--- src/gcn_defs.svh ---
`ifndef GCN_DEFS_SVH
`define GCN_DEFS_SVH

// graph size
`define GCN_NODES   6
`define GCN_EDGES   6

// features per node, consumed two at a time so keep it even
`define GCN_FEATS   8

// output classes per node
`define GCN_CLASSES 3

// data widths
`define GCN_FEAT_W  5
`define GCN_WGT_W   5

// neighbour sum of six features needs 3 extra bits
`define GCN_AGG_W   8

// class score accumulator
`define GCN_ACC_W   16

`endif
--- src/gcn_data_pkg.sv ---
`include "gcn_defs.svh"

package gcn_data_pkg;

    //////////////////////////////////////////////////
    // inputs
    //////////////////////////////////////////////////

    typedef logic [`GCN_FEAT_W-1:0] feat_t;
    typedef logic [`GCN_WGT_W-1:0]  wgt_t;

    // bit k set means node k+1 is a neighbour
    typedef logic [`GCN_NODES-1:0]  adj_row_t;

    //////////////////////////////////////////////////
    // datapath
    //////////////////////////////////////////////////

    // neighbour sum of one feature column
    typedef logic [`GCN_AGG_W-1:0] agg_t;

    // aggregate times one weight
    typedef logic [`GCN_AGG_W+`GCN_WGT_W-1:0] prod_t;

    // per node, per class running score
    typedef logic [`GCN_ACC_W-1:0] score_t;

    //////////////////////////////////////////////////
    // result
    //////////////////////////////////////////////////

    typedef logic [1:0] class_idx_t;

endpackage

--- src/gcn_agg_lane.sv ---
`include "gcn_defs.svh"

module gcn_agg_lane (
    input  logic                    clk,
    input  logic                    rst_n,
    input  logic                    accept,
    input  gcn_data_pkg::adj_row_t  adj_rows [`GCN_NODES],
    input  gcn_data_pkg::feat_t     feat [`GCN_NODES],
    output gcn_data_pkg::agg_t      agg [`GCN_NODES],
    output logic                    agg_valid
);

    gcn_data_pkg::feat_t masked [`GCN_NODES][`GCN_NODES];
    gcn_data_pkg::agg_t  part_lo [`GCN_NODES];
    gcn_data_pkg::agg_t  part_hi [`GCN_NODES];
    gcn_data_pkg::agg_t  sum_lo [`GCN_NODES];
    gcn_data_pkg::agg_t  sum_hi [`GCN_NODES];
    logic                valid_s1;
    logic                valid_s2;

    // valid bit follows the data through all three stages
    always_ff @(posedge clk or negedge rst_n) begin
        if (!rst_n) begin
            valid_s1  <= 1'b0;
            valid_s2  <= 1'b0;
            agg_valid <= 1'b0;
        end else begin
            valid_s1  <= accept;
            valid_s2  <= valid_s1;
            agg_valid <= valid_s2;
        end
    end

    //////////////////////////////////////////////////
    // stage 1, features masked by each adjacency row
    //////////////////////////////////////////////////
    always_ff @(posedge clk) begin
        if (accept) begin
            for (int n = 0; n < `GCN_NODES; n++)
                for (int k = 0; k < `GCN_NODES; k++)
                    masked[n][k] <= adj_rows[n][k] ? feat[k] : '0;
        end
    end

    // half sums over nodes 1-3 and 4-6
    always_comb begin
        for (int n = 0; n < `GCN_NODES; n++) begin
            sum_lo[n] = '0;
            sum_hi[n] = '0;
            for (int k = 0; k < `GCN_NODES/2; k++) begin
                sum_lo[n] = sum_lo[n] + masked[n][k];
                sum_hi[n] = sum_hi[n] + masked[n][k + `GCN_NODES/2];
            end
        end
    end

    //////////////////////////////////////////////////
    // stages 2 and 3, partial sums then total
    //////////////////////////////////////////////////
    always_ff @(posedge clk) begin
        part_lo <= sum_lo;
        part_hi <= sum_hi;
        for (int n = 0; n < `GCN_NODES; n++)
            agg[n] <= part_lo[n] + part_hi[n];
    end

endmodule

--- config.mk ---
export PLATFORM = sky130hd
export DESIGN_NAME = gcn_agg_lane
export DESIGN_NICKNAME = d
export VERILOG_FILES = /design/src/gcn_data_pkg.sv /design/src/gcn_agg_lane.sv
export VERILOG_INCLUDE_DIRS = /design/src
export SDC_FILE = /design/constraint.sdc
export NUM_CORES = 1
export LEC_CHECK = 0
export BUFFER_PORTS_ARGS = -buffer_cell sky130_fd_sc_hd__buf_2
export CORE_MARGIN = 1
export CORE_UTILIZATION = 30
export DETAILED_ROUTE_END_ITERATION = 8
export HOLD_SLACK_MARGIN = 0.02
export PLACE_DENSITY = 0.43
export SETUP_SLACK_MARGIN = 0.4
export SYNTH_ARGS = -nofsm -noshare
export SYNTH_HDL_FRONTEND = slang
export SYNTH_SLANG_ARGS = --single-unit
--- constraint.sdc ---
create_clock -name clk -period 3.65 [get_ports clk]
set_input_delay 0.365 -clock clk [delete_from_list [all_inputs] [get_ports clk]]
set_output_delay 0.365 -clock clk [all_outputs]
set_load 0.01 [all_outputs]
After elaboration in Yosys (flattened, before gate mapping)
Memory sizes are Yosys's and may differ from the RTL's.
Index checks and enable logic that the tools add are counted.
- register bits after elaboration: 135
- latch bits: 0
- ROM bits: 0
- RAM bits: 180
- memories kept: 1
- word-level logic and storage cells: 90
- output and inout port bits: 49
- input port bits: 69
- memory list (memory ; depth ; bits a word ; read ports ; clocked after Yosys merged registers in ; write ports ; line ; source):
    masked ; 6 ; 30 ; 6 ; 0 ; 6 ; gcn_agg_lane.sv:13 ; gcn_data_pkg::feat_t masked [`GCN_NODES][`GCN_NODES];
- mux-type cells: 38
- $lt $le $gt $ge: 0
- multipliers: 0
- bitwise gates (word level): 0
- div/mod/pow operators: 0
- reductions and logical operators: 0
- add/subtract/negate cells: 30
- shift-type cells: 0
- equal/unequal tests: 0
- operator list (kind ; number):
    2-to-1 mux 5 bit ; 36
    adder 6 x 5 -> 7 bit ; 12
    adder 5 x 5 -> 6 bit ; 12
    adder 7 x 7 -> 8 bit ; 6
    2-to-1 mux 1 bit ; 2

Logic depth before layout (Yosys ltp)
An unclocked memory read counts as a cell.
- depth after elaboration: 3
- mapped depth: 10
- gate-level depth less buffers: 10

Least setup slack after synthesis
No wires, ideal clock.
- path kind: register -> register
- from: mem masked[1][1] (netlist name)
- to: reg part_hi[37] (netlist name)
- data arrival time: 1939 ps
- setup time: 72 ps
- path buffers: 0
- period minus slack after synthesis: 2010 ps
- setup slack: 1640 ps
- data required time: 3578 ps
- cell stages (with the launch flop): 7
- cell sequence: edfxtp_1 > fa_1 > ha_1 > fa_1 > a21o_1 > a21oi_1 > xor2_1
- RTL lines (what ; line ; source):
    from (decl) ; gcn_agg_lane.sv:13 ;
    to (signal assigned) ; gcn_agg_lane.sv:62 ; part_hi <= sum_hi;
    to (decl) ; gcn_agg_lane.sv:15 ; gcn_data_pkg::agg_t part_hi [`GCN_NODES];

==> impl_metrics.csv <==
group,metric,value,unit
global_routing,globalRouteOverflowTotal,0,
pwr,net-switching-power,3.96,mW
global_routing,grt_max_degree,93,
cts,clock_sinks,315,
setup_path,crit_path_frequent_cell,"fa_1",
logic_synthesis,ys_top_cells_by_count,"180 x and2_1, 180 x edfxtp_1, 141 x inv_1",
setup_path,worstPathCellList,"fa_1, ha_1, fa_1, a21o_1, a21oi_1, xor2_1",
cells_and_area,nets,1458,
pwr,pwr-share-comb,30.5,%
pwr,p_int,8.86,mW
cts,ctsHoldBuffers,1,
logic_synthesis,syn-num-nets,1295,
timing,fmax,462,MHz
cts,clockRootBuffer,"clkbuf_16",
timing,setup_tns,0,ps
place,post-place-cells,1787,
setup_path,cp_max_fo,2,
logic_synthesis,seq_area_frac_synth,57.5,%
global_routing,antenna_found_initial,9,
setup_path,crit_slowest_cell,"fa_1",
routing,route.antenna.remaining_nets,0,
cells_and_area,stdcell_count,1860,
global_routing,grt_usage,14.2,%
pwr,ir_drop,0.460,mV
setup_path,cp_slowest_stage_delay,500,ps
logic_synthesis,yosysTopAreaCellShare,38.3,%
cells_and_area,final_layout_size_suffix_gt1_share,14.9,%
pwr,power.leakage,7.29,nW
pwr,clock_power_share,30.6,%
cts,post_cts_buffers,0,
timing,hold_viol,0,
logic_synthesis,yosys_warnings,0,
pwr,p_seq_share,38.8,%
setup_path,cp.required,4110,ps
logic_synthesis,synth_area_leaders,"edfxtp_1 38%, dfxtp_1 19%, fa_1 11%",
die,die_w,219,um
cts,h-tree-depth,2,
timing,slew_viol_final,0,
routing,vias,7873,
timing,tightest_slew,965,ps
logic_synthesis,synth_edf_count,180,
min_path,hp-class,"primary input to asynchronous set/reset pin",
logic_synthesis,syn_inst,1058,
die,die_area,47900,um^2
setup_path,end_kind,"flop",
die,coreArea,46500,um^2
setup_path,worstPathArrival,2630,ps
routing,drt-initial-drc-count,469,
routing,wl_per_cell,17.5,um
die,ios,118,
cts,cts_tree,"yes",
routing,routed_via_density,4.23,
logic_synthesis,ys_types,32,
global_routing,grt_pass1_vias,8358,
global_routing,grt_pass1_wl,49500,um
setup_path,critPathLaunchType,"flop",
cts,clockBufferDepth,3,
timing,whs,153,ps
pwr,finalPower,12.8,mW
cts,clkLatencyLatePin,540,ps
logic_synthesis,synth_seq_cells,315,
routing,routed_wl,32600,um
die,die_h,219,um
timing,min_period,2170,ps
pwr,switching_share,30.9,%
cts,cts_inserted_buffers,38,
run,maxCapViolCount,0,
setup_path,setup.worst_path.class,"flop to flop",
logic_synthesis,async_reset_ff_share,0.952,%
routing,firstDrtPassIters,4,
cts,path_clk_slew,60,ps
logic_synthesis,ys.flop_type,"edfxtp_1",
timing,fin_crit_sh,59.4,%
die,fp-row-count,79,
logic_synthesis,syn_area_per_cell,13.3,um^2
place,port_buffers,117,
logic_synthesis,netlist_area,14100,um^2
outcome,status,"finished, final reports clean",
timing,skew,16.8,ps
cts,cts_resized,0,
timing,rsz0062_at_grt,"false",
cells_and_area,fillers,4567,
place,gp_congestion,0.785,
pwr,power_density,762,nW/um^2
routing,drc,0,
die,initial_core_util,30.4,%
logic_synthesis,synth_area_leader_cell,"edfxtp_1",
timing,setup_viol,0,
cells_and_area,syn_to_final_growth,19.2,%
place,hpwlAfterDp,23000,um
timing,relSlewSlack,35.6,%
flip-flops by register name (all words and copies together) (netlist names):
register	count
valid_s2	1
part_hi	42
agg	48
part_lo	42
agg_valid	1
masked	180
valid_s1	1
worst max-delay path, delay by kind of cell (launching register included):
kind	cells	cell delay, ps
fa+ha+maj	3	1150
compound gates	2	360
flops	1	400
xor+xnor	1	170
cell families (layout without fill, tap and decap cells):
family	after synthesis	after routing	share of synthesized area, %
AOI/OAI and AO/OA	126	126	5.68
xor gates and xnor gates	56	56	3.47
DFF	315	315	57.5
and+or+nand+nor	248	248	10.3
adders and majority gates	168	168	19.0
other	0	2	0
buffers and inverters	142	335	3.78
muxes	3	3	0.213
path summary, 6_finish.rpt:
check | start | endpoint | slack (ps) | cells after the start
worst max-delay path | masked[5][16] | part_lo[5] | 1480 | 6
worst min-delay path | rst_n | valid_s1 | 150 | 2
worst max register to register | masked[5][16] | part_lo[5] | 1480 | 6
worst min register to register | valid_s2 | agg_valid | 350 | 0
max in group asynchronous | rst_n | agg_valid | 3390 | 2
min in group clk | adj_rows[6] | masked[4][29] | 160 | 2
area by class of cell:
cell class	instances	area [um^2]	area share, %
tap	607	759	4.51
multi-input combinational	601	5460	32.4
timing repair buffer	123	652	3.87
sequential	315	8120	48.3
antenna	2	5.00	0.0297
inverter	142	533	3.17
clock inverter	17	188	1.12
clock buffer	53	1110	6.60
power by group through the flow:
stage	clock [mW]	combinational [mW]	sequential [mW]
final	3.93	3.91	4.98
after global routing	4.21	4.48	5.07
after CTS	4.06	4.02	5.01
after detailed placement	0	3.97	5.08
after global placement	0	3.97	5.08
after floorplan	0	2.67	5.09
layer usage:
layer / GRT usage (%) / vias to the layer above / part of all wire, %
li1: - / 3853 / -
met1: 18.0 / 3828 / 45
met2: 24.1 / 128 / 48
met3: 2.61 / 60 / 4.4
met4: 5.35 / 4 / 2.5
met5: 0 / - / 0.080
layout by cell type (no fill, tap or decap), drive strengths merged, types with 6 or more instances in the layout:
cell type,n
nand2,17
nor3,7
and2,180
a21o,38
xor2,29
inv,143
xnor2,27
dfxtp,132
o21ai,16
edfxtp,180
fa,78
buf,122
nor2,20
clkinv,11
a21oi,47
nand3,6
ha,90
clkbuf,53
nor2b,14
metrics by stage:
stage	area (um^2)	utilization, %	worst slack, ps
after floorplan	14100	-	1640
after global placement	15500	33.4	1550
after detailed placement	15500	33.4	1500
after CTS	16800	36.2	1480
after global routing	16800	36.2	1410
final	16800	36.2	1480
Note: power is estimated with default switching activity, not from simulation.
