$ cat src/gcn_defs.svh
`ifndef GCN_DEFS_SVH
`define GCN_DEFS_SVH

// graph size
`define GCN_NODES   6
`define GCN_EDGES   6

// features per node, consumed two at a time so keep it even
`define GCN_FEATS   8

// output classes per node
`define GCN_CLASSES 3

// data widths
`define GCN_FEAT_W  5
`define GCN_WGT_W   5

// neighbour sum of six features needs 3 extra bits
`define GCN_AGG_W   8

// class score accumulator
`define GCN_ACC_W   16

`endif
$ cat src/gcn_data_pkg.sv
`include "gcn_defs.svh"

package gcn_data_pkg;

    //////////////////////////////////////////////////
    // inputs
    //////////////////////////////////////////////////

    typedef logic [`GCN_FEAT_W-1:0] feat_t;
    typedef logic [`GCN_WGT_W-1:0]  wgt_t;

    // bit k set means node k+1 is a neighbour
    typedef logic [`GCN_NODES-1:0]  adj_row_t;

    //////////////////////////////////////////////////
    // datapath
    //////////////////////////////////////////////////

    // neighbour sum of one feature column
    typedef logic [`GCN_AGG_W-1:0] agg_t;

    // aggregate times one weight
    typedef logic [`GCN_AGG_W+`GCN_WGT_W-1:0] prod_t;

    // per node, per class running score
    typedef logic [`GCN_ACC_W-1:0] score_t;

    //////////////////////////////////////////////////
    // result
    //////////////////////////////////////////////////

    typedef logic [1:0] class_idx_t;

endpackage

$ cat src/gcn_transform.sv
`include "gcn_defs.svh"

module gcn_transform (
    input  logic                clk,
    input  logic                rst_n,
    input  logic                adj_start,
    input  logic                accept,
    input  gcn_data_pkg::wgt_t  wgt_even [`GCN_CLASSES],
    input  gcn_data_pkg::wgt_t  wgt_odd [`GCN_CLASSES],
    input  gcn_data_pkg::agg_t  agg_even [`GCN_NODES],
    input  gcn_data_pkg::agg_t  agg_odd [`GCN_NODES],
    input  logic                agg_valid,
    output gcn_data_pkg::score_t scores [`GCN_NODES][`GCN_CLASSES]
);

    // three stages, matching the lane latency
    gcn_data_pkg::wgt_t  wgt_even_d [3][`GCN_CLASSES];
    gcn_data_pkg::wgt_t  wgt_odd_d [3][`GCN_CLASSES];
    gcn_data_pkg::prod_t prod_even [`GCN_NODES][`GCN_CLASSES];
    gcn_data_pkg::prod_t prod_odd [`GCN_NODES][`GCN_CLASSES];
    logic                prod_valid;

    //////////////////////////////////////////////////
    // weight alignment and products
    //////////////////////////////////////////////////
    always_ff @(posedge clk) begin
        if (accept) begin
            wgt_even_d[0] <= wgt_even;
            wgt_odd_d[0]  <= wgt_odd;
        end
        for (int s = 1; s < 3; s++) begin
            wgt_even_d[s] <= wgt_even_d[s-1];
            wgt_odd_d[s]  <= wgt_odd_d[s-1];
        end
        // prod_t is wide enough for the full product
        for (int n = 0; n < `GCN_NODES; n++) begin
            for (int c = 0; c < `GCN_CLASSES; c++) begin
                prod_even[n][c] <= agg_even[n] * wgt_even_d[2][c];
                prod_odd[n][c]  <= agg_odd[n] * wgt_odd_d[2][c];
            end
        end
    end

    //////////////////////////////////////////////////
    // lane sum and accumulation over features
    //////////////////////////////////////////////////
    always_ff @(posedge clk or negedge rst_n) begin
        if (!rst_n) begin
            prod_valid <= 1'b0;
            for (int n = 0; n < `GCN_NODES; n++)
                for (int c = 0; c < `GCN_CLASSES; c++)
                    scores[n][c] <= '0;
        end else begin
            prod_valid <= agg_valid;
            if (adj_start) begin
                // new run starts from zero
                for (int n = 0; n < `GCN_NODES; n++)
                    for (int c = 0; c < `GCN_CLASSES; c++)
                        scores[n][c] <= '0;
            end else if (prod_valid) begin
                for (int n = 0; n < `GCN_NODES; n++)
                    for (int c = 0; c < `GCN_CLASSES; c++)
                        scores[n][c] <= scores[n][c] + prod_even[n][c] + prod_odd[n][c];
            end
        end
    end

endmodule

$ cat config.mk
export PLATFORM = sky130hd
export DESIGN_NAME = gcn_transform
export DESIGN_NICKNAME = d
export VERILOG_FILES = /design/src/gcn_data_pkg.sv /design/src/gcn_transform.sv
export VERILOG_INCLUDE_DIRS = /design/src
export SDC_FILE = /design/constraint.sdc
export NUM_CORES = 2
export LEC_CHECK = 0
export ABC_AREA = 1
export BUFFER_PORTS_ARGS = -buffer_cell sky130_fd_sc_hd__buf_2
export CORE_ASPECT_RATIO = 0.5
export CORE_MARGIN = 5
export CORE_UTILIZATION = 30
export DETAILED_ROUTE_END_ITERATION = 8
export SYNTH_ARGS = -nofsm -noshare
export SYNTH_HDL_FRONTEND = slang
export SYNTH_SLANG_ARGS = --single-unit
$ cat constraint.sdc
create_clock -name clk -period 4.85 [get_ports clk]
set_input_delay 0.485 -clock clk [delete_from_list [all_inputs] [get_ports clk]]
set_output_delay 0.485 -clock clk [all_outputs]
set_load 0.005 [all_outputs]
Word level (Yosys, flattened, before mapping)
Memories as Yosys holds them, arrays and structs flattened.
Cells that the tools add are included.

word-level totals
  register bits after elaboration = 289
  memory bits (writable) = 558
  word-level logic and storage cells = 100
  memories = 4

operators by class
  add/sub/neg operators = 36
  $mul = 36
  muxes and demuxes = 4
  reductions and logical operators = 1

memories
  memory      depth  width  read ports  clocked after Yosys merged registers in  write ports  line                 RTL
  prod_even   6      39     6           0                                        6            gcn_transform.sv:19  gcn_data_pkg::prod_t prod_even [`GCN_NODES][`GCN_CLASSES];
  prod_odd    6      39     6           0                                        6            gcn_transform.sv:20  gcn_data_pkg::prod_t prod_odd [`GCN_NODES][`GCN_CLASSES];
  wgt_even_d  3      15     3           0                                        3            gcn_transform.sv:17  gcn_data_pkg::wgt_t wgt_even_d [3][`GCN_CLASSES];
  wgt_odd_d   3      15     3           0                                        3            gcn_transform.sv:18  gcn_data_pkg::wgt_t wgt_odd_d [3][`GCN_CLASSES];

operator list
  cell                        count
  adder 16 x 13 -> 16 bit     36
  two-way mux 288 bit         2
  multiplier 8 x 5 -> 13 bit  36
  two-way mux 1 bit           2
  nonzero test 2 bit          1

Longest topological paths before layout
  depth after elaboration = 4
  depth in mapped cells = 19

Worst setup path before layout
No wires, ideal clock.

  path type = reg2reg
  from = memory wgt_odd_d[0][32] in the netlist's numbering
  to = memory prod_odd[1][50] in the netlist's numbering
  arrival = 3484 ps
  path slack = 1247 ps
  cell stages (with the launch flop) = 15
  clock period less this slack = 3603 ps
  cells stage by stage = dfxtp_1 -> clkbuf_1 -> buf_1 -> nand2_1 -> fa_1 -> fa_1 -> fa_1 -> inv_1 -> ha_1 -> nand2_1 -> a21oi_1 -> or2_2 -> nand2_1 -> nand3_1 -> xor2_1

RTL lines
  what                line
  start: declaration  gcn_transform.sv:18
  end: declaration    gcn_transform.sv:20

==> impl_metrics.env <==
export IMPL_drc=0
export IMPL_wl_met3_mm=11.1
export IMPL_p_sw_mw=30.9
export IMPL_ant_nets=0
export IMPL_crit_arrival_ps=4750
export IMPL_cp_data_required_time_ps=5500
export IMPL_route_met2_wl_mm=126
export IMPL_path_common_cell="inv_1"
export IMPL_clk_pin_slew_ps=70
export IMPL_hpwl_mm=205
export IMPL_initial_core_util_pct=30.0
export IMPL_drt_met1_wl_mm=113
export IMPL_skew_ps=30.3
export IMPL_grt_overflow_total=0
export IMPL_setup_viol=0
export IMPL_dieWidth_um=773
export IMPL_hold_viol=0
export IMPL_core_sq_mm=0.290
export IMPL_fin_setup_tns_ps=0
export IMPL_p_per_area_mw_per_mm2=618
export IMPL_reg2reg_from="wgt_odd_d[0][34]$_DFF_P_"
export IMPL_synth_edf_count=30
export IMPL_hp_class="primary input to register"
export IMPL_ctsLongestPathBuffers=3
export IMPL_fin_crit_sh_pct=84.5
export IMPL_min_period_ps=4100
export IMPL_synth_top_family_by_area="adder cells"
export IMPL_maxCapViolations=0
export IMPL_start_kind="register"
export IMPL_yosysSeqAreaShare_pct=21.4
export IMPL_cpPeakStageDelay_ps=850
export IMPL_synth_flop_cell="dfxtp_1"
export IMPL_rows=140
export IMPL_maxSlewHeadroom_pct=14.0
export IMPL_synth_seq_cells=847
export IMPL_cts_tree="yes"
export IMPL_synthCells=11700
export IMPL_viasPerCell=4.54
export IMPL_status="finished clean"
export IMPL_yosys_top_cells_area="fa_1 21%, nand2_1 16%, ha_1 14%, dfxtp_1 12%, inv_1 11%"
export IMPL_r2r_end="prod_odd[0][12]$_DFF_P_"
export IMPL_internal_power_mw=29.5
export IMPL_highest_layer="met5"
export IMPL_power_mw=60.5
export IMPL_fin_ws_ps=752
export IMPL_synthMuxAreaShare_pct=0
export IMPL_synthSimpleGateAreaFrac_pct=22.9
export IMPL_p_clk_share_pct=13.2
export IMPL_globalplace_congestion=0.888
export IMPL_firstDrtPassIters=6
export IMPL_cts_buffers=101
export IMPL_min_path_cells=3
export IMPL_min_to="prod_even[2][26]$_DFF_P_"
export IMPL_reg2reg_depth=14
export IMPL_p_comb_share_pct=66.5
export IMPL_vdd_ir_drop_max_uv=299
export IMPL_cp_slowest_cell="dfxtp_2"
export IMPL_ys_warn_count=0
export IMPL_rsz0062_at_grt="no"
export IMPL_dp_cells=15800
export IMPL_cts_root_buf="clkbuf_16"
export IMPL_portBuffers=418
export IMPL_die_h_um=391
export IMPL_drt_initial_drc_count=4221
export IMPL_grt_max_degree=83
export IMPL_synth_adder_area_share_pct=34.8
export IMPL_grt_pass1_wl_mm=411
export IMPL_avgSynthCellArea_sq_um=7.45
export IMPL_synth_compound_area_share_pct=5.45
export IMPL_dieArea_sq_mm=0.302
export IMPL_synth_net_count=13700
export IMPL_cts_sinks=847
export IMPL_path_class="register to register"
export IMPL_seqPwrFrac_pct=20.2
export IMPL_tightest_slew_ps=1290
export IMPL_ios=419
export IMPL_synth_largest_area_cell="fa_1"
export IMPL_synth_distinct_cells=33
export IMPL_drive_gt1_share_pct=6.25
export IMPL_crit_path_max_fanout=22
export IMPL_yosys_area_share_xor_xnor_pct=2.67
export IMPL_nets=14100
export IMPL_critPathCaptureType="register"
export IMPL_clock_latency_ps=750
export IMPL_grt_pass1_vias=73300
export IMPL_synth_area_sq_mm=0.0873
export IMPL_htreeDepth=3
export IMPL_synthArstFlopShare_pct=34.1
export IMPL_dp_slack_ps=817
export IMPL_vias=73000
export IMPL_power_leakage_nw=58.8
export IMPL_path_cells="buf_4 -> nand2_1 -> inv_1 -> fa_1 -> fa_1 -> inv_1 -> fa_1 -> inv_1 -> ha_1 -> inv_1 -> o21ai_0 -> o21ai_0 -> nand3_1 -> xor2_1"
export IMPL_postCtsSetupBuffers=0
export IMPL_finalMaxSlewViolations=0
export IMPL_grt_usage_pct=17.2
export IMPL_synth_top_area_share_pct=20.6
export IMPL_area_delta_synth_final_pct=12.1
export IMPL_p_sw_share_pct=51.1
export IMPL_n_fill_cell=30900
export IMPL_max_freq_mhz=244
export IMPL_routedWlPerCell_um=16.2
export IMPL_reg2reg_slack_ps=750
export IMPL_instances_no_fill=16100
export IMPL_antenna_found_initial=16
export IMPL_drt_total_wl_mm=261
export IMPL_hp_start="agg_even[24]"
[critical path, delay by kind of cell (launching register included)]
kind                     cells  cell delay (ps)
AO/OA/AOI/OAI                2              480
buffers and inverters        5              610
XOR/XNOR                     1              140
flip-flops                   1              850
adder cells (fa/ha/maj)      4             1700
AND/OR/NAND/NOR              2              190
[cells by family after synthesis]
logic type                 after synthesis
adders and majority gates             1890
and+or+nand+nor                       4913
AOI/OAI and AO/OA                      847
buffers and inverters                 2955
DFF                                    847
xor gates and xnor gates               266
[power by group through the flow]
| stage | logic (mW) | registers (mW) | clock network (mW) |
|---|---|---|---|
| 2_1_floorplan | 30.4 | 11.4 | 0 |
| 3_3_place_gp | 39.5 | 12.4 | 0 |
| 3_5_place_dp | 40.0 | 12.4 | 0 |
| 4_1_cts | 40.3 | 12.3 | 8.23 |
| 5_1_grt | 46.6 | 12.6 | 8.51 |
| 6_report | 40.2 | 12.2 | 8.00 |
[how the worst max path moves through the flow]
stage | slack [ps] | startpoint | to | cells past startpoint
global route | 540 | wgt_odd_d[0][43]$_DFF_P_ | prod_odd[1][74]$_DFF_P_ | 12
finish | 750 | wgt_odd_d[0][34]$_DFF_P_ | prod_odd[0][12]$_DFF_P_ | 14
detailed placement | 820 | wgt_odd_d[0][34]$_DFF_P_ | prod_odd[0][12]$_DFF_P_ | 14
floorplan | 1250 | wgt_odd_d[0][32]$_DFF_P_ | prod_odd[1][50]$_DFF_P_ | 14
global placement | 820 | wgt_odd_d[0][43]$_DFF_P_ | prod_odd[0][77]$_DFF_P_ | 15
CTS | 760 | wgt_odd_d[0][34]$_DFF_P_ | prod_odd[0][12]$_DFF_P_ | 14
[stage by stage]
| stage | cell area (sq um) | util [%] | hold WS (ps) |
|---|---|---|---|
| floorplan | 87300 | - | 189 |
| global placement | 94000 | 32.4 | 312 |
| detailed placement | 94000 | 32.4 | 313 |
| CTS | 97800 | 33.7 | 106 |
| global route | 97800 | 33.7 | 128 |
| finish | 97800 | 33.7 | 157 |
[synth_stat cells, types with 45 or more instances]
cell type and n:
xor2_1 228, nor3_1 56, a21oi_1 427, nand4_1 132, nand3b_1 61, dfxtp_1 528
inv_1 2645, ha_1 990, o21ai_0 195, o21ai_1 46, clkbuf_1 228, or2_2 45
buf_1 53, nand3_1 578, a22o_1 54, nand2_1 3617, fa_1 900, nor2_1 409
dfrtp_1 289
[metal layers]
layer / GRT usage [%] / vias up
met1: 21.4 / 35000
met4: 6.71 / 4
met3: 2.42 / 370
met5: 0 / -
met2: 30.1 / 1424
li1: - / 36200
[sequential cells by signal, indices dropped and copies added, names as in the netlist]
signal,flops
wgt_even_d,45
prod_valid,1
prod_odd,234
scores,288
wgt_odd_d,45
prod_even,234
[timing repair]
item	CTS	global route
endpoints found under the setup margin	0	0
hold endpoints to repair	96	0
hold buffers	32	0
gates resized for setup	0	0
[final cells by class]
cell class	instances	area, sq um	share of cell area (%)
clock buffers	139	2950	3.01
clock inverters	53	528	0.540
flip-flops and latches	847	18700	19.2
well taps	3905	4890	4.99
inverters	2647	9940	10.2
diodes	11	27.5	0.0281
repair buffers	535	3340	3.41
multi-input cells	7916	57400	58.7
[cell usage in the layout (no fill, tap or decap), types with 63 or more instances in the layout]
cell	synthesis	final
nand2_1	3617	3617
inv_1	2645	2644
ha_1	990	990
fa_1	900	900
nand3_1	578	578
dfxtp_1	528	498
a21oi_1	427	427
buf_2	25	417
nor2_1	409	408
dfrtp_1	289	289
xor2_1	228	228
o21ai_0	195	195
nand4_1	132	132
clkbuf_16	0	106
buf_4	2	63
(Power assumes the default switching activity.)
