$ cat config.mk
export PLATFORM = sky130hd
export DESIGN_NAME = gcn_rank
export DESIGN_NICKNAME = d
export VERILOG_FILES = /design/src/gcn_data_pkg.sv /design/src/gcn_rank.sv
export VERILOG_INCLUDE_DIRS = /design/src
export SDC_FILE = /design/constraint.sdc
export NUM_CORES = 1
export LEC_CHECK = 0
export BUFFER_PORTS_ARGS = -buffer_cell sky130_fd_sc_hd__buf_2
export CAP_MARGIN = 15
export CORE_MARGIN = 2
export CORE_UTILIZATION = 40
export CTS_CLUSTER_DIAMETER = 30
export DETAILED_ROUTE_END_ITERATION = 10
export GPL_TIMING_DRIVEN = 0
export PLACE_DENSITY = 0.68
export SLEW_MARGIN = 20
export SYNTH_ARGS = -nofsm -noshare
export SYNTH_HDL_FRONTEND = slang
export SYNTH_SLANG_ARGS = --single-unit
export TNS_END_PERCENT = 30
$ cat constraint.sdc
create_clock -name clk -period 6.44 [get_ports clk]
set_clock_uncertainty 0.15 [all_clocks]
set_input_delay 0.322 -clock clk [delete_from_list [all_inputs] [get_ports clk]]
set_output_delay 0.322 -clock clk [all_outputs]
set_load 0.01 [all_outputs]
$ cat src/gcn_defs.svh
`ifndef GCN_DEFS_SVH
`define GCN_DEFS_SVH

// graph size
`define GCN_NODES   6
`define GCN_EDGES   6

// features per node, consumed two at a time so keep it even
`define GCN_FEATS   8

// output classes per node
`define GCN_CLASSES 3

// data widths
`define GCN_FEAT_W  5
`define GCN_WGT_W   5

// neighbour sum of six features needs 3 extra bits
`define GCN_AGG_W   8

// class score accumulator
`define GCN_ACC_W   16

`endif
$ cat src/gcn_data_pkg.sv
`include "gcn_defs.svh"

package gcn_data_pkg;

    //////////////////////////////////////////////////
    // inputs
    //////////////////////////////////////////////////

    typedef logic [`GCN_FEAT_W-1:0] feat_t;
    typedef logic [`GCN_WGT_W-1:0]  wgt_t;

    // bit k set means node k+1 is a neighbour
    typedef logic [`GCN_NODES-1:0]  adj_row_t;

    //////////////////////////////////////////////////
    // datapath
    //////////////////////////////////////////////////

    // neighbour sum of one feature column
    typedef logic [`GCN_AGG_W-1:0] agg_t;

    // aggregate times one weight
    typedef logic [`GCN_AGG_W+`GCN_WGT_W-1:0] prod_t;

    // per node, per class running score
    typedef logic [`GCN_ACC_W-1:0] score_t;

    //////////////////////////////////////////////////
    // result
    //////////////////////////////////////////////////

    typedef logic [1:0] class_idx_t;

endpackage

$ cat src/gcn_rank.sv
`include "gcn_defs.svh"

module gcn_rank (
    input  logic                      clk,
    input  logic                      rst_n,
    input  logic                      rank_start,
    input  gcn_data_pkg::score_t      scores [`GCN_NODES][`GCN_CLASSES],
    output gcn_data_pkg::class_idx_t  class_out [`GCN_NODES],
    output logic                      done
);

    gcn_data_pkg::class_idx_t cls_cnt;
    logic                     busy;
    gcn_data_pkg::score_t     best_score [`GCN_NODES];
    gcn_data_pkg::class_idx_t best_idx [`GCN_NODES];
    gcn_data_pkg::score_t     next_score [`GCN_NODES];
    gcn_data_pkg::class_idx_t next_idx [`GCN_NODES];

    // class 0 always loads, later classes need a strictly larger score
    // so ties stay with the lower index
    always_comb begin
        for (int n = 0; n < `GCN_NODES; n++) begin
            if (cls_cnt == '0 || scores[n][cls_cnt] > best_score[n]) begin
                next_score[n] = scores[n][cls_cnt];
                next_idx[n]   = cls_cnt;
            end else begin
                next_score[n] = best_score[n];
                next_idx[n]   = best_idx[n];
            end
        end
    end

    always_ff @(posedge clk) begin
        if (busy) begin
            best_score <= next_score;
            best_idx   <= next_idx;
        end
    end

    //////////////////////////////////////////////////
    // class walk and result
    //////////////////////////////////////////////////
    always_ff @(posedge clk or negedge rst_n) begin
        if (!rst_n) begin
            busy    <= 1'b0;
            cls_cnt <= '0;
            done    <= 1'b0;
            for (int n = 0; n < `GCN_NODES; n++)
                class_out[n] <= '0;
        end else begin
            done <= 1'b0;
            if (rank_start) begin
                busy    <= 1'b1;
                cls_cnt <= '0;
            end else if (busy) begin
                if (cls_cnt == `GCN_CLASSES - 1) begin
                    // last compare goes straight to the output
                    busy      <= 1'b0;
                    done      <= 1'b1;
                    class_out <= next_idx;
                end else begin
                    cls_cnt <= cls_cnt + 2'd1;
                end
            end
        end
    end

endmodule

After elaboration in Yosys (flattened, before gate mapping) --
Index checks and enable logic that the tools add are counted.
Storage, ports and cells: bits in registers 124, bits in latches 0, RAM bits 0, memory bits (read-only) 0, input bits 291, output and inout port bits 13, logic and storage cells 82, memories 0
Cells by class: add/subtract/negate cells 1, $mul 0, divide/modulo/power cells 0, order comparisons 7, equal/unequal tests 2, shift-type cells 0, multiplexer cells 33, bitwise logic cells 2, reductions and logical operators 16
Operators with widths (number):
- $bmux W16 S2 | 6
- $mux W16 | 12
- $gt A16 B16 Y1 | 6
- $mux W2 | 9
- $reduce_and A2 Y1 | 7
- $logic_or A1 B1 Y1 | 6
- $mux W1 | 6
- $ge A3 B3 Y1 const B | 1
- $not A2 Y3 | 1
- $reduce_and A3 Y1 | 1
- $add A2 B1 Y2 const B | 1
- $eq A2 B2 Y1 const B | 1
- $logic_not A2 Y1 | 1
- $ne A2 B2 Y1 const B | 1
- $reduce_bool A2 Y1 | 1
- $not A1 Y1 | 1

Longest topological paths before layout --
Gate-level depths: netlist (run 1).
depth after elaboration 7, gate-level depth with buffers 13, depth with buffers taken out 11

Least setup slack after synthesis (run 1) --
No wires, ideal clock.
path type register to register, from register cls_cnt[1], to register best_idx[2] (netlist bit), data pin, arrival time 3464 ps, path slack 2566 ps, stages on the path, launching flop included 13, path buffers 3, cells stage by stage dfrtp_1 clkbuf_1 buf_1 buf_1 mux2i_1 o21ai_0 ha_1 and3_1 a221o_1 a221o_1 a211o_1 and2_4 mux2_4
RTL lines:
- start, declared | line gcn_rank.sv:12 | gcn_data_pkg::class_idx_t cls_cnt;
- start signal, assigned | line gcn_rank.sv:62 | cls_cnt <= cls_cnt + 2'd1;
- end signal, assigned | line gcn_rank.sv:36 | best_idx <= next_idx;
- end, declared | line gcn_rank.sv:15 | gcn_data_pkg::class_idx_t best_idx [`GCN_NODES];

==> load_flow_metrics.sql, run 1 <==
INSERT INTO impl_metrics (metric_group, metric, value, unit) VALUES
('clock_network', 'clock_tree.htree_level_count', '4', ''),
('routing', 'drc', '0', ''),
('floorplan', 'floorplan.die_area', '22600', 'sq um'),
('layout', 'area.growth.synth_to_final', '28.9', '%'),
('run', 'number_of_maximum_capacitance_violations', '0', ''),
('synthesis', 'yosysSeqAreaShare', '42.6', '%'),
('clock_network', 'clk_pin_slew_worst_paths', '60', 'ps'),
('synthesis', 'mapped_cells', '858', ''),
('synthesis', 'yosysWarnings', '0', ''),
('clock_network', 'cts-buffers-inserted', '17', ''),
('worst_setup_path', 'crit_path_class', 'reg2reg', ''),
('layout', 'layout.nets', '1571', ''),
('worst_setup_path', 'worst_setup_path_start_kind', 'register', ''),
('synthesis', 'synth_top_cell_by_area', 'edfxtp_1', ''),
('synthesis', 'dominantRegCellSynth', 'edfxtp_1', ''),
('floorplan', 'core', '21000', 'sq um'),
('place', 'portBuffers', '303', ''),
('timing', 'maxSlewViolCount', '0', ''),
('floorplan', 'start_util', '40.7', '%'),
('timing', 'max_freq', '193', 'MHz'),
('synthesis', 'syn_avg_cell_area', '9.96', 'sq um'),
('clock_network', 'clock_sinks', '124', ''),
('routing', 'avgRoutedWirePerCell', '17.9', 'microns'),
('clock_network', 'cts-root-to-sink-buffers', '2', ''),
('timing', 'slew-limit-headroom', '25.2', '%'),
('timing', 'hold_violations', '0', ''),
('pwr', 'design_power_total', '0.00591', 'W'),
('timing', 'timing.final.crit_period', '5180', 'ps'),
('routing', 'detailedRoute.firstIterationViolations', '346', ''),
('layout', 'post-route-util', '52.4', '%'),
('min_path', 'min_path_type', 'in2reg', ''),
('pwr', 'p_leak', '5.13', 'nW'),
('place', 'post-dp-hpwl', '20800', 'microns'),
('clock_network', 'cts_repair_resize_count', '0', ''),
('floorplan', 'pin_count', '304', ''),
('pwr', 'vdd_ir_drop_max', '0.220', 'mV'),
('layout', 'finalInstanceArea', '11000', 'sq um'),
('worst_setup_path', 'timing.critical_path.required', '6450', 'ps'),
('timing', 'finalSetupViolations', '0', ''),
('synthesis', 'synthDominantCellAreaShare', '37.9', '%'),
('pwr', 'power_density', '536', 'nW/um^2'),
('routing', 'route.final.wire_length', '26300', 'microns'),
('routing', 'dr_total_vias', '7507', ''),
('timing', 'rsz0062_at_grt', 'no', ''),
('clock_network', 'clock_latency', '410', 'ps'),
('worst_setup_path', 'regToRegSetupSlack', '1260', 'ps'),
('global_routing', 'largest_net_degree_at_the_start_of_global_routing', '21', ''),
('timing', 'tightestPinTransition', '1120', 'ps'),
('min_path', 'holdPathStages', '3', ''),
('timing', 'fin_worst_hold_slack', '63.3', 'ps'),
('synthesis', 'ys_types', '44', ''),
('synthesis', 'synth-seq-cells', '124', ''),
('floorplan', 'placementRows', '53', ''),
('timing', 'finalSetupTns', '0', 'ps'),
('routing', 'drtPass1Iterations', '7', ''),
('clock_network', 'root_buffer', 'clkbuf_16', ''),
('worst_setup_path', 'worstPathArrival', '5190', 'ps'),
('routing', 'routed_via_density', '5.10', ''),
('routing', 'drt.antenna.violating_nets', '0', ''),
('worst_setup_path', 'endpoint_kind', 'register', ''),
('global_routing', 'antenna_found_initial', '1', ''),
('synthesis', 'postSynthNetCount', '1247', ''),
('worst_setup_path', 'worst-path-max-fanout', '10', ''),
('place', 'gpl.final_weighted_congestion', '0.815', ''),
('clock_network', 'tritoncts', 'done', ''),
('place', 'dpl_cell_area', '10400', 'sq um'),
('layout', 'drive_above_1_share', '29.3', '%'),
('global_routing', 'wire_length_of_the_first_global_routing_pass', '38200', 'microns'),
('global_routing', 'gr-total-overflow', '0', ''),
('synthesis', 'yosys-top-cells-area', 'edfxtp_1 38%, ha_1 14%, mux2i_1 11%', ''),
('synthesis', 'async_reset_ff_share', '12.9', '%'),
('floorplan', 'overall_die_height', '150', 'microns'),
('timing', 'post-route-period-util', '80.4', '%'),
('floorplan', 'die_width', '150', 'microns'),
('worst_setup_path', 'r2r.worst_path.cells', '13', ''),
('global_routing', 'groute.usage.overall', '22.9', '%'),
('status', 'outcome', 'completed', ''),
('global_routing', 'via_count_of_the_first_global_routing_pass', '7155', ''),
('synthesis', 'post_synth_instance_area', '8550', 'sq um'),
('synthesis', 'synth-edff-count', '108', '');
state kept, by name, indices dropped and copies added (netlist names):
signal	count
class_out	12
cls_cnt	2
best_score	96
done	1
best_idx	12
busy	1
power breakdown:
part,internal (W),switching [W],leakage [nW],total (W)
Sequential,0.00157,0.000138,1.33,0.00171
Combinational,0.00120,0.00203,3.51,0.00323
Clock,0.000626,0.000338,0.292,0.000964
cell usage after synthesis, types with 4 or more instances:
| library cell | count |
|---|---|
| a211o_1 | 5 |
| a211oi_1 | 6 |
| a21boi_0 | 4 |
| a21o_1 | 6 |
| a21oi_1 | 33 |
| a221o_1 | 5 |
| a32oi_1 | 12 |
| and3_1 | 7 |
| and4_1 | 4 |
| buf_1 | 11 |
| clkbuf_1 | 26 |
| dfrtp_1 | 16 |
| edfxtp_1 | 108 |
| ha_1 | 98 |
| inv_1 | 99 |
| mux2_2 | 4 |
| mux2_4 | 6 |
| mux2i_1 | 96 |
| nand2_1 | 120 |
| nand3_1 | 8 |
| nand4_1 | 13 |
| nor2_1 | 17 |
| nor2b_1 | 7 |
| nor3_1 | 4 |
| o211ai_1 | 6 |
| o21ai_0 | 101 |
| o21ai_1 | 7 |
layout by cell type, fill, tap and decap left out, drive strengths merged, types with 7 or more instances in the layout:
master,count
buf,313
nand2,120
edfxtp,108
o21ai,108
inv,99
ha,98
mux2i,96
clkbuf,51
a21oi,33
nor2,17
dfrtp,16
nand4,13
a32oi,12
mux2,12
and3,9
nand3,8
nor2b,7
through the flow:
stage	setup WS, ps	instances
6_report	1260	1471
5_1_grt	983	1470
4_1_cts	1210	1470
3_5_place_dp	1240	1436
3_3_place_gp	1270	1436
2_1_floorplan	2570	858
metal layers:
metal | part of all wire (%) | track usage (%) | up-vias
met1 | 43 | 28.6 | 3485
li1 | - | - | 3749
met2 | 49 | 40.1 | 242
met5 | 0.049 | 0 | -
met4 | 1.2 | 5.99 | 2
met3 | 6.5 | 5.06 | 29
cell type report:
class	instances	area (sq um)
diodes	1	2.50
plain buffers	37	140
clock buffers	24	472
clock inverters	8	115
fillers	1977	10000
inverters	99	372
multi-input cells	598	4400
flip-flops and latches	124	3640
well taps	275	344
repair buffers	305	1540
critical path, stage by stage, from the launching register on:
cell and delay (ps):
dfrtp_1 450, inv_1 140, nor2_1 520, clkbuf_1 680
buf_1 630, nand2_1 100, o21ai_0 170, ha_1 310
and3_1 190, a221o_1 350, a221o_1 310, a211o_1 410
and2_4 220, mux2_4 290
worst paths after layout:
check / startpoint / endpoint
hold / removal: scores[160] / best_score[48]
setup reg to reg: cls_cnt[0] / best_idx[4]
hold reg to reg: class_out[10] / class_out[10]
min in group asynchronous: rst_n / done
max in group asynchronous: rst_n / class_out[5]
setup / recovery: cls_cnt[0] / best_idx[4]
cells by family after synthesis:
family / synth area share [%]
and+or+nand+nor: 10.8
AOI/OAI and AO/OA: 13.1
buffers and inverters: 5.97
DFF: 42.6
muxes: 13.1
adders and majority gates: 14.3
xor gates and xnor gates: 0.102
what timing repair did:
item	4_1_cts	5_1_grt
buffers inserted	0	0
endpoints found under the hold margin	19	0
hold buffers	2	0
(Power assumes the default switching activity.)
==> run 2, diff against run 1 <==
Settings changed: PLACE_DENSITY 0.68 to 0.71.
Clock period 6.44 ns to 4.2 ns, I/O delays scaled along.
==> load_flow_metrics.sql, run 2 (synthesis results as in run 1) <==
INSERT INTO impl_metrics (metric_group, metric, value, unit) VALUES
('routing', 'detailedRoute.firstIterationViolations', '460', ''),
('worst_setup_path', 'worst_setup_path_start_kind', 'register', ''),
('worst_setup_path', 'endpoint_kind', 'register', ''),
('min_path', 'min_path_type', 'in2reg', ''),
('layout', 'finalInstanceArea', '11500', 'sq um'),
('status', 'outcome', 'finished, violations left', ''),
('worst_setup_path', 'crit_path_cell_trace', 'inv_1, nor2_4, clkbuf_8, clkbuf_4, nand2_1, o21ai_1, ha_1, and3_1, a221o_1, a221o_1, a211o_1, and2_4, mux2_4', ''),
('pwr', 'power_density', '795', 'nW/um^2'),
('timing', 'maxSlewViolCount', '0', ''),
('floorplan', 'start_util', '40.7', '%'),
('worst_setup_path', 'timing.critical_path.slowest_cell_delay', '440', 'ps'),
('worst_setup_path', 'timing.critical_path.required', '4220', 'ps'),
('worst_setup_path', 'crit-reg2reg-capture', 'best_idx[2]', ''),
('timing', 'finalSetupViolations', '0', ''),
('layout', 'multiInputGateArea', '4420', 'sq um'),
('timing', 'max_freq', '247', 'MHz'),
('worst_setup_path', 'timing.critical_path.mode_cell', 'a221o_1', ''),
('layout', 'area.growth.synth_to_final', '34.3', '%'),
('timing', 'fin_worst_hold_slack', '-5.81', 'ps'),
('worst_setup_path', 'worstPathArrival', '4060', 'ps'),
('timing', 'rsz0062_at_grt', 'no', ''),
('floorplan', 'pin_count', '304', ''),
('min_path', 'hold_end', 'best_score[61]', ''),
('worst_setup_path', 'crit_path_class', 'reg2reg', ''),
('layout', 'drive_above_1_share', '30.8', '%'),
('min_path', 'holdPathStages', '3', ''),
('global_routing', 'largest_net_degree_at_the_start_of_global_routing', '21', ''),
('worst_setup_path', 'worst-path-max-fanout', '10', ''),
('place', 'gpl.final_weighted_congestion', '0.787', ''),
('floorplan', 'placementRows', '53', ''),
('clock_network', 'root_buffer', 'clkbuf_16', ''),
('pwr', 'vdd_ir_drop_max', '0.364', 'mV'),
('routing', 'routed_via_density', '5.14', ''),
('timing', 'slew-limit-headroom', '39.4', '%'),
('floorplan', 'floorplan.die_area', '22600', 'sq um'),
('layout', 'number_of_flip_flops_under_the_largest_register_name', '96', ''),
('worst_setup_path', 'r2r.worst_path.cells', '13', ''),
('pwr', 'design_power_total', '0.00912', 'W'),
('place', 'portBuffers', '303', ''),
('routing', 'dr_total_vias', '7759', ''),
('layout', 'layout.cells.most_common', 'buf_2', ''),
('timing', 'hold_violations', '2', ''),
('status', 'violations', 'hold timing', ''),
('clock_network', 'clock_latency', '420', 'ps'),
('min_path', 'hold_start', 'scores[173]', ''),
('pwr', 'p_leak', '5.36', 'nW'),
('floorplan', 'core', '21000', 'sq um'),
('worst_setup_path', 'regToRegSetupSlack', '150', 'ps'),
('clock_network', 'clock_tree.htree_level_count', '4', ''),
('layout', 'layout_cells_excl_fill', '1509', ''),
('worst_setup_path', 'worst_path_max_delay_cell', 'dfrtp_1', ''),
('clock_network', 'cts-root-to-sink-buffers', '2', ''),
('global_routing', 'groute.usage.overall', '23.3', '%'),
('routing', 'avgRoutedWirePerCell', '17.9', 'microns'),
('routing', 'drtPass1Iterations', '5', ''),
('timing', 'tightestPinTransition', '909', 'ps'),
('layout', 'top_register', 'best_score', ''),
('layout', 'final_cell_mix', '303 x buf_2, 120 x nand2_1, 108 x edfxtp_1', ''),
('routing', 'route.final.wire_length', '27100', 'microns'),
('layout', 'area.sequential', '3640', 'sq um'),
('run', 'number_of_maximum_capacitance_violations', '0', ''),
('place', 'dpl_cell_area', '10400', 'sq um'),
('clock_network', 'clk_pin_slew_worst_paths', '60', 'ps'),
('clock_network', 'post-cts-setup-buffer-count', '0', ''),
('floorplan', 'overall_die_height', '150', 'microns'),
('global_routing', 'wire_length_of_the_first_global_routing_pass', '39000', 'microns'),
('global_routing', 'via_count_of_the_first_global_routing_pass', '7371', ''),
('place', 'place.detailed.instances', '1436', ''),
('clock_network', 'clock_sinks', '124', ''),
('worst_setup_path', 'timing.rr.start', 'cls_cnt[0]', ''),
('clock_network', 'cts-buffers-inserted', '17', ''),
('place', 'post-dp-hpwl', '20700', 'microns'),
('global_routing', 'gr-total-overflow', '0', ''),
('global_routing', 'antenna_found_initial', '0', ''),
('layout', 'n_fill_cell', '1883', ''),
('timing', 'post-route-period-util', '96.3', '%'),
('floorplan', 'die_width', '150', 'microns'),
('clock_network', 'tritoncts', 'done', ''),
('layout', 'biggestRegsByFlops', 'best_score (96), best_idx (12), class_out (12)', ''),
('timing', 'timing.final.crit_period', '4050', 'ps'),
('routing', 'drc', '0', ''),
('layout', 'layout.nets', '1609', ''),
('routing', 'drt.antenna.violating_nets', '0', '');
run 2: stage by stage:
step,TNS [ps],utilization [%],setup slack [ps]
detailed placement,-100540,49.5,-1030
floorplan,0,-,326
finish,0,54.6,154
CTS,-63.2,54.4,-33.8
global placement,-96290,49.5,-1030
global route,0,54.6,28.7
run 2: where the power goes:
part           switching (W)  internal, W  total, W
Combinational        0.00315      0.00195   0.00509
Clock               0.000532     0.000889   0.00142
Sequential          0.000211      0.00240   0.00261
run 2: area by class of cell:
class | instances | share of cell area, %
sequential | 124 | 31.7
clock inverter | 6 | 0.523
timing repair buffer | 343 | 16.7
multi-input combinational | 598 | 38.5
inverter | 99 | 3.24
tap | 275 | 3.00
buffer | 37 | 1.85
antenna | 1 | 0.0218
clock buffer | 26 | 4.44
run 2: repair_timing:
action                     in CTS  in global routing
cloned                          0                  0
setup endpoints to repair     120                108
hold endpoints to repair       57                  0
resized for setup              47                 33
hold buffers                   40                  0
run 2: layer usage:
layer	wire length [microns]	up-vias	share of wire [%]	track usage, %
li1	-	3831	-	-
met1	11600	3650	43	29.4
met2	13400	255	50	40.9
met3	1640	23	6.1	4.94
met4	374	0	1.4	5.66
met5	0	-	0	0
run 2: how the worst max path moves through the flow:
stage | startpoint | end | slack [ps] | depth (start not counted)
final | cls_cnt[0] | best_idx[2] | 150 | 13
after floorplan | cls_cnt[1] | best_idx[2] | 330 | 12
after CTS | cls_cnt[1] | best_idx[2] | -30 | 12
after detailed placement | cls_cnt[1] | best_idx[4] | -1030 | 12
after global placement | cls_cnt[1] | best_idx[5] | -1030 | 12
after global routing | cls_cnt[0] | best_idx[2] | 30 | 13
run 2: worst max-delay path: cells and delay by family (launching register included):
kind | cells | cell delay (ps)
flip-flops | 1 | 440
adder cells (fa/ha/maj) | 1 | 280
AO/OA/AOI/OAI | 4 | 1220
AND/OR/NAND/NOR | 4 | 730
multiplexers | 1 | 300
buffers and inverters | 3 | 660
